$ cat src/logic/smc_pkg.sv
package smc_pkg;

  // --------------------------------------------------------------------
  // APB register map (5-bit word-aligned offsets)
  // --------------------------------------------------------------------
  localparam logic [4:0] REG_CONFIG = 5'h00;  // Wait-state configuration
  localparam logic [4:0] REG_ADDR   = 5'h04;  // External word address
  localparam logic [4:0] REG_DATA   = 5'h08;  // Window onto external memory
  localparam logic [4:0] REG_STATUS = 5'h0C;  // Access count, read only

  // --------------------------------------------------------------------
  // Configuration register fields
  // --------------------------------------------------------------------
  localparam int WAIT_W      = 4;   // Read / write wait-state count
  localparam int TURN_W      = 2;   // Turnaround idle count
  localparam int RD_WAIT_LSB = 0;   // Bits 3:0
  localparam int WR_WAIT_LSB = 4;   // Bits 7:4
  localparam int TURN_LSB    = 8;   // Bits 9:8
  localparam int CONFIG_W    = 10;  // Stored bits, rest read as zero

  // Read 2, write 1, turnaround 1
  localparam logic [CONFIG_W-1:0] CONFIG_RESET = 10'h112;

  // --------------------------------------------------------------------
  // Access sequencer states
  // --------------------------------------------------------------------
  typedef enum logic [1:0]
  {
    ST_IDLE   = 2'd0,  // Waiting for a request
    ST_STROBE = 2'd1,  // Chip select and strobe active
    ST_DONE   = 2'd2,  // Access complete, one cycle
    ST_TURN   = 2'd3   // Bus turnaround idle
  } access_state_t;

endpackage

$ cat src/logic/smc_apb_if.sv
module smc_apb_if #(
  parameter int ADDR_W = 16  // External word-address width
) (
  input  logic                       pclk,
  input  logic                       rst,
  // APB slave
  input  logic                       psel,
  input  logic                       penable,
  input  logic                       pwrite,
  input  logic [4:0]                 paddr,
  input  logic [31:0]                pwdata,
  output logic [31:0]                prdata,
  output logic                       pready,
  output logic                       pslverr,
  // Sequencer handshake
  input  logic                       done,
  input  logic                       busy,
  input  logic [31:0]                rdata_held,
  output logic                       req,
  output logic                       req_write,
  output logic [ADDR_W-1:0]          req_addr,
  output logic [31:0]                req_wdata,
  // Unpacked timing fields
  output logic [smc_pkg::WAIT_W-1:0] rd_wait,
  output logic [smc_pkg::WAIT_W-1:0] wr_wait,
  output logic [smc_pkg::TURN_W-1:0] turn_wait
);

  import smc_pkg::*;

  localparam int CNT_W = 16;  // Status counter width

  logic                apb_access;   // Access phase of a transfer
  logic                sel_config;
  logic                sel_addr;
  logic                sel_data;
  logic                sel_status;
  logic                unmapped;     // No register at this offset
  logic                reg_wr;       // Register write this cycle
  logic                req_pending;  // Window request sent, not yet done
  logic [CONFIG_W-1:0] config_reg;
  logic [ADDR_W-1:0]   addr_reg;
  logic [CNT_W-1:0]    access_cnt;   // Data-window accesses since reset

  // --------------------------------------------------------------------
  // Address decode
  // --------------------------------------------------------------------
  assign apb_access = psel & penable;
  assign sel_config = (paddr == REG_CONFIG);
  assign sel_addr   = (paddr == REG_ADDR);
  assign sel_data   = (paddr == REG_DATA);
  assign sel_status = (paddr == REG_STATUS);
  assign unmapped   = ~(sel_config | sel_addr | sel_data | sel_status);
  assign reg_wr     = apb_access & pwrite;

  // Register accesses finish at once, window waits for the sequencer
  assign pready  = apb_access & (sel_data ? done : 1'b1);
  assign pslverr = apb_access & unmapped;

  // Read mux
  always_comb
  begin
    prdata = '0;
    if (apb_access & ~pwrite)
    begin
      if (sel_config)
        prdata = 32'(config_reg);
      else if (sel_addr)
        prdata = 32'(addr_reg);
      else if (sel_data)
        prdata = rdata_held;  // Captured in the last strobe cycle
      else if (sel_status)
        prdata = 32'(access_cnt);
    end
  end

  // --------------------------------------------------------------------
  // Data-window request
  // --------------------------------------------------------------------
  // One pulse per transfer, held off while the sequencer turns around
  assign req       = apb_access & sel_data & ~req_pending & ~busy;
  assign req_write = pwrite;
  assign req_addr  = addr_reg;
  assign req_wdata = pwdata;

  always_ff @(posedge pclk)
  begin
    if (rst)
      req_pending <= 1'b0;
    else if (done)
      req_pending <= 1'b0;  // Transfer completes this cycle
    else if (req)
      req_pending <= 1'b1;
  end

  // --------------------------------------------------------------------
  // Configuration, address and status registers
  // --------------------------------------------------------------------
  always_ff @(posedge pclk)
  begin
    if (rst)
    begin
      config_reg <= CONFIG_RESET;
      addr_reg   <= '0;
      access_cnt <= '0;
    end
    else
    begin
      if (reg_wr & sel_config)
        config_reg <= pwdata[CONFIG_W-1:0];
      if (reg_wr & sel_addr)
        addr_reg <= pwdata[ADDR_W-1:0];
      else if (done)
        addr_reg <= addr_reg + 1'b1;  // Auto-increment per window access
      if (done)
        access_cnt <= access_cnt + 1'b1;  // Wraps at 16 bits
    end
  end

  // Field unpack
  assign rd_wait   = config_reg[RD_WAIT_LSB +: WAIT_W];
  assign wr_wait   = config_reg[WR_WAIT_LSB +: WAIT_W];
  assign turn_wait = config_reg[TURN_LSB +: TURN_W];

endmodule

$ cat src/logic/smc_access_ctrl.sv
module smc_access_ctrl #(
  parameter int ADDR_W = 16  // External word-address width
) (
  input  logic                       pclk,
  input  logic                       rst,
  // Request from the APB side
  input  logic                       req,
  input  logic                       req_write,
  input  logic [ADDR_W-1:0]          req_addr,
  input  logic [31:0]                req_wdata,
  input  logic [smc_pkg::WAIT_W-1:0] rd_wait,
  input  logic [smc_pkg::WAIT_W-1:0] wr_wait,
  input  logic [smc_pkg::TURN_W-1:0] turn_wait,
  output logic                       done,
  output logic                       busy,
  // Unregistered memory controls, active high
  output logic                       mem_cs,
  output logic                       mem_oe,
  output logic                       mem_we,
  output logic [ADDR_W-1:0]          mem_addr,
  output logic [31:0]                mem_wdata,
  output logic                       capture
);

  import smc_pkg::*;

  access_state_t     state;
  logic [WAIT_W-1:0] wait_cnt;  // Down-counter for strobe and turnaround
  logic              cnt_zero;
  logic              write_q;   // Latched direction
  logic [ADDR_W-1:0] addr_q;
  logic [31:0]       wdata_q;

  assign cnt_zero = (wait_cnt == '0);

  // --------------------------------------------------------------------
  // Sequencer
  // --------------------------------------------------------------------
  always_ff @(posedge pclk)
  begin
    if (rst)
    begin
      state    <= ST_IDLE;
      wait_cnt <= '0;
    end
    else
    begin
      case (state)
        ST_IDLE:
        begin
          if (req)
          begin
            state    <= ST_STROBE;
            wait_cnt <= req_write ? wr_wait : rd_wait;  // Width is wait+1
          end
        end
        ST_STROBE:
        begin
          if (cnt_zero)
            state <= ST_DONE;
          else
            wait_cnt <= wait_cnt - 1'b1;
        end
        ST_DONE:
        begin
          // Skip turnaround when the field is zero
          if (turn_wait == '0)
            state <= ST_IDLE;
          else
          begin
            state    <= ST_TURN;
            wait_cnt <= WAIT_W'(turn_wait) - 1'b1;
          end
        end
        ST_TURN:
        begin
          if (cnt_zero)
            state <= ST_IDLE;
          else
            wait_cnt <= wait_cnt - 1'b1;
        end
        default: state <= ST_IDLE;
      endcase
    end
  end

  // Request payload, taken once on acceptance
  always_ff @(posedge pclk)
  begin
    if ((state == ST_IDLE) && req)
    begin
      write_q <= req_write;
      addr_q  <= req_addr;
      wdata_q <= req_wdata;
    end
  end

  // --------------------------------------------------------------------
  // Outputs
  // --------------------------------------------------------------------
  assign mem_cs    = (state == ST_STROBE);
  assign mem_oe    = mem_cs & ~write_q;
  assign mem_we    = mem_cs & write_q;
  assign mem_addr  = addr_q;
  assign mem_wdata = wdata_q;
  assign capture   = mem_oe & cnt_zero;  // Last read strobe cycle
  assign done      = (state == ST_DONE);
  assign busy      = (state != ST_IDLE);

endmodule

$ cat src/logic/smc_ext_if.sv
module smc_ext_if #(
  parameter int ADDR_W = 16  // External word-address width
) (
  input  logic              pclk,
  input  logic              rst,
  // From the sequencer
  input  logic              mem_cs,
  input  logic              mem_oe,
  input  logic              mem_we,
  input  logic [ADDR_W-1:0] mem_addr,
  input  logic [31:0]       mem_wdata,
  input  logic              capture,
  // SRAM pins
  input  logic [31:0]       mem_dq_in,
  output logic              mem_cs_n,
  output logic              mem_oe_n,
  output logic              mem_we_n,
  output logic [ADDR_W-1:0] mem_a,
  output logic [31:0]       mem_dq_out,
  // Back to the APB side
  output logic [31:0]       rdata_held
);

  logic        capture_q;  // Aligned with the last pin strobe cycle
  logic [31:0] rdata_q;

  // --------------------------------------------------------------------
  // Pin registers, one cycle behind the sequencer
  // --------------------------------------------------------------------
  always_ff @(posedge pclk)
  begin
    if (rst)
    begin
      mem_cs_n  <= 1'b1;  // All strobes inactive
      mem_oe_n  <= 1'b1;
      mem_we_n  <= 1'b1;
      capture_q <= 1'b0;
    end
    else
    begin
      mem_cs_n  <= ~mem_cs;
      mem_oe_n  <= ~mem_oe;
      mem_we_n  <= ~mem_we;
      capture_q <= capture;
    end
  end

  always_ff @(posedge pclk)
  begin
    mem_a      <= mem_addr;
    mem_dq_out <= mem_wdata;
  end

  // Read data capture
  always_ff @(posedge pclk)
  begin
    if (capture_q)
      rdata_q <= mem_dq_in;
  end

  // Bus value passes straight through in the capture cycle
  assign rdata_held = capture_q ? mem_dq_in : rdata_q;

endmodule

$ cat src/logic/smc_lite_top.sv
module smc_lite_top #(
  parameter int ADDR_W = 16  // External word-address width
) (
  input  logic              pclk,
  input  logic              rst,
  // APB slave port
  input  logic              psel,
  input  logic              penable,
  input  logic              pwrite,
  input  logic [4:0]        paddr,
  input  logic [31:0]       pwdata,
  output logic [31:0]       prdata,
  output logic              pready,
  output logic              pslverr,
  // Asynchronous SRAM
  output logic              mem_cs_n,
  output logic              mem_oe_n,
  output logic              mem_we_n,
  output logic [ADDR_W-1:0] mem_a,
  output logic [31:0]       mem_dq_out,
  input  logic [31:0]       mem_dq_in
);

  import smc_pkg::*;

  // APB side to sequencer
  logic              req;
  logic              req_write;
  logic [ADDR_W-1:0] req_addr;
  logic [31:0]       req_wdata;
  logic [WAIT_W-1:0] rd_wait;
  logic [WAIT_W-1:0] wr_wait;
  logic [TURN_W-1:0] turn_wait;
  logic              done;
  logic              busy;
  // Sequencer to pin stage
  logic              mem_cs;
  logic              mem_oe;
  logic              mem_we;
  logic [ADDR_W-1:0] mem_addr;
  logic [31:0]       mem_wdata;
  logic              capture;
  logic [31:0]       rdata_held;  // Last captured read word

  // --------------------------------------------------------------------
  // Blocks
  // --------------------------------------------------------------------
  smc_apb_if #(.ADDR_W(ADDR_W)) u_apb_if (
    .pclk       (pclk),
    .rst        (rst),
    .psel       (psel),
    .penable    (penable),
    .pwrite     (pwrite),
    .paddr      (paddr),
    .pwdata     (pwdata),
    .prdata     (prdata),
    .pready     (pready),
    .pslverr    (pslverr),
    .done       (done),
    .busy       (busy),
    .rdata_held (rdata_held),
    .req        (req),
    .req_write  (req_write),
    .req_addr   (req_addr),
    .req_wdata  (req_wdata),
    .rd_wait    (rd_wait),
    .wr_wait    (wr_wait),
    .turn_wait  (turn_wait)
  );

  smc_access_ctrl #(.ADDR_W(ADDR_W)) u_access_ctrl (
    .pclk      (pclk),
    .rst       (rst),
    .req       (req),
    .req_write (req_write),
    .req_addr  (req_addr),
    .req_wdata (req_wdata),
    .rd_wait   (rd_wait),
    .wr_wait   (wr_wait),
    .turn_wait (turn_wait),
    .done      (done),
    .busy      (busy),
    .mem_cs    (mem_cs),
    .mem_oe    (mem_oe),
    .mem_we    (mem_we),
    .mem_addr  (mem_addr),
    .mem_wdata (mem_wdata),
    .capture   (capture)
  );

  smc_ext_if #(.ADDR_W(ADDR_W)) u_ext_if (
    .pclk       (pclk),
    .rst        (rst),
    .mem_cs     (mem_cs),
    .mem_oe     (mem_oe),
    .mem_we     (mem_we),
    .mem_addr   (mem_addr),
    .mem_wdata  (mem_wdata),
    .capture    (capture),
    .mem_dq_in  (mem_dq_in),
    .mem_cs_n   (mem_cs_n),
    .mem_oe_n   (mem_oe_n),
    .mem_we_n   (mem_we_n),
    .mem_a      (mem_a),
    .mem_dq_out (mem_dq_out),
    .rdata_held (rdata_held)
  );

endmodule

$ cat config.mk
export PLATFORM = sky130hd
export DESIGN_NAME = smc_lite_top
export DESIGN_NICKNAME = d
export VERILOG_FILES = /design/src/logic/smc_pkg.sv /design/src/logic/smc_apb_if.sv /design/src/logic/smc_access_ctrl.sv /design/src/logic/smc_ext_if.sv /design/src/logic/smc_lite_top.sv
export SDC_FILE = /design/constraint.sdc
export NUM_CORES = 1
export LEC_CHECK = 0
export BUFFER_PORTS_ARGS = -buffer_cell sky130_fd_sc_hd__buf_2
export CAP_MARGIN = 20
export CORE_ASPECT_RATIO = 0.9
export CORE_MARGIN = 1
export CORE_UTILIZATION = 45
export CTS_CLUSTER_DIAMETER = 50
export DETAILED_ROUTE_END_ITERATION = 7
export PLACE_DENSITY = 0.75
export SYNTH_ARGS = -nofsm -noshare
export SYNTH_HDL_FRONTEND = slang
export SYNTH_SLANG_ARGS = --single-unit
$ cat constraint.sdc
create_clock -name pclk -period 8.3 [get_ports pclk]
set_clock_uncertainty 0.05 [all_clocks]
set_input_delay 0.83 -clock pclk [delete_from_list [all_inputs] [get_ports pclk]]
set_output_delay 0.83 -clock pclk [all_outputs]
set_load 0.02 [all_outputs]
==> impl_metrics.csv <==
group,metric,value,unit
outcome,status,"complete, no violations",
sta,post-route-period-util,45.3,%
drt,wl_per_cell,16.7,um
pwr,irDropWorstVdd,0.000176,V
floorplanning,io_pins,159,
finish,multi_input_area,2420,um2
sta,min_period,3.76,ns
floorplanning,start_util,46.9,%
global_route,grt_pass1_wl,23800,um
finish,area_growth,23.8,%
finish,drive_gt1_share,35.5,%
finish,register_area,4130,um2
drt,drtAntennaViolNets,0,
placement,dp_hpwl,10900,um
finish,diodes,0,
floorplanning,core,14300,um2
sta,final_hold_viol_count,0,
floorplanning,die_w,131,um
worst_setup_path,cp.required,7.42,ns
yosys,avgSynthCellArea,12.2,um2
finish,nets,782,
drt,route.detailed.drc,0,
clock_tree,htree_num_levels,4,
pwr,p_per_area,248,nW/um2
sta,rsz0062_at_grt,"false",
clock_tree,path_clk_slew,0.07,ns
clock_tree,numCtsBuffers,17,
clock_tree,ctsHoldBuffers,0,
yosys,synthCells,549,
global_route,grt_overflow_total,0,
floorplanning,dieHeight,118,um
yosys,netlist_area,6720,um2
clock_tree,cts_tree,"done",
min_path,hp-class,"reg -> reg",
yosys,seq_area_frac_synth,61.5,%
placement,dp_slack,4.28,ns
clock_tree,clk-insertion-delay-late,0.43,ns
finish,fill_cells,1181,
yosys,syn_nets,628,
sta,tightestPinTransition,0.923,ns
yosys,ys_seq_elements,182,
worst_setup_path,arrival,2.88,ns
yosys,ys_async_sr_fraction,0,%
yosys,synth_top_cell_area_share,39.6,%
sta,max_freq,0.266,GHz
clock_tree,cts-root-buf,"clkbuf_16",
floorplanning,dieArea,15400,um2
worst_setup_path,critPathMaxFanout,26,
global_route,antenna_found_initial,0,
job,max_cap_viol_count,0,
worst_setup_path,critPathLaunchType,"primary input",
sta,fin_ws,4.54,ns
drt,drtIter0Drc,353,
worst_setup_path,crit_type,"in -> out",
yosys,synth_cell_types,56,
worst_setup_path,endpoint_kind,"primary output",
sta,final.setup.tns,0,ns
yosys,synth_top_area_cell,"dfxtp_1",
yosys,synthTopCellsByArea,"dfxtp_1 40%, edfxtp_1 22%, mux2_2 5.5%",
pwr,leakage,3.27,nW
yosys,yosysWarningCount,0,
clock_tree,clockBufferDepth,2,
global_route,grt_max_degree,56,
clock_tree,clock_sinks,182,
sta,finalSetupViolCount,0,
yosys,synth_flop_cell,"dfxtp_1",
yosys,synth_most_common_cell,"dfxtp_1",
global_route,grt_usage,20.6,%
floorplanning,row_count,41,
yosys,synth_enable_flop_cells,49,
yosys,synthTopCellsByCount,"133 x dfxtp_1, 49 x edfxtp_1, 44 x nor2_1, 33 x mux2_2, 29 x nand2_1",
clock_tree,cts_setup_buffers,0,
sta,slew_violations,0,
drt,vias_per_cell,5.28,
placement,io_buffers,158,
drt,firstDrtPassIters,5,
global_route,grt_pass1_vias,4722,
placement,place_congestion,0.890,
drt,drt-total-wl,15200,um
clock_tree,cts_resized,0,
drt,vias,4799,
sta,relSlewSlack,38.3,%
cell type report:
| cell class | count | area share (%) |
|---|---|---|
| inverters | 12 | 0.542 |
| repair buffers | 164 | 10.2 |
| well taps | 193 | 2.90 |
| clock inverters | 13 | 2.27 |
| clock buffers | 19 | 5.33 |
| flip-flops and latches | 182 | 49.7 |
| multi-input cells | 326 | 29.1 |
path summary, 6_finish.rpt:
kind | from | endpoint | slack [ns] | cells after the start
worst max-delay path | paddr[2] | prdata[27] | 4.54 | 5
worst min-delay path | u_access_ctrl.mem_addr[2] | u_ext_if.mem_a[2] | 0.29 | 0
worst max register to register | u_access_ctrl.state[1] | u_access_ctrl.mem_wdata[10] | 5.73 | 4
worst min register to register | u_access_ctrl.mem_addr[2] | u_ext_if.mem_a[2] | 0.29 | 0
routing by layer:
layer  wire (um)  part of all wire, %  track usage, %  up-vias
li1            -                    -               -     2297
met1        6780                   45            26.8     2277
met2        7190                   47            32.2      198
met3         908                  6.0            5.00       27
met4         301                  2.0            8.69        0
met5           0                    0               0        -
layout by cell type (no fill, tap or decap), drive strengths merged, types with 8 or more instances in the layout:
| cell type | synthesis | final |
|---|---|---|
| a211oi | 14 | 14 |
| dfxtp | 133 | 133 |
| nor2b | 24 | 24 |
| xnor2 | 10 | 10 |
| buf | 15 | 163 |
| a21oi | 19 | 19 |
| mux2i | 24 | 24 |
| nand2 | 29 | 29 |
| edfxtp | 49 | 49 |
| nor2 | 44 | 44 |
| nand3 | 14 | 14 |
| o221ai | 9 | 9 |
| mux2 | 34 | 34 |
| nand2b | 9 | 9 |
| o211ai | 8 | 8 |
| xor2 | 9 | 9 |
| inv | 12 | 18 |
| clkbuf | 14 | 20 |
cell families after synthesis:
group	count (synthesis)	synth area share (%)
xor gates and xnor gates	19	2.48
adders and majority gates	5	0.931
and+or+nand+nor	167	13.7
AOI/OAI and AO/OA	76	9.14
buffers and inverters	41	2.63
DFF	182	61.5
muxes	59	9.61
through the flow:
step | util, % | instances | instance area [um2] | hold slack [ns] | power, mW
after floorplan | - | 549 | 6720 | 0.273 | 1.17
after global placement | 53.5 | 875 | 7660 | 0.274 | 1.21
after detailed placement | 53.5 | 875 | 7660 | 0.277 | 1.23
after CTS | 57.9 | 907 | 8290 | 0.288 | 2.08
after global routing | 58.1 | 909 | 8320 | 0.296 | 2.14
final | 58.1 | 909 | 8320 | 0.286 | 2.06
report_power, final:
part	total, mW	switching, mW	internal [mW]
Sequential	1.01	0.0276	0.987
Combinational	0.197	0.0913	0.106
Clock	0.847	0.354	0.493
Total	2.06	0.473	1.59
worst max-delay path, cell delays in order:
cell     delay (ns)
buf_2          0.31
nor4_2         0.55
nand3_1        0.66
nor2b_1        0.31
buf_2          0.20
No activity file was read; power rests on OpenSTA's default activity.
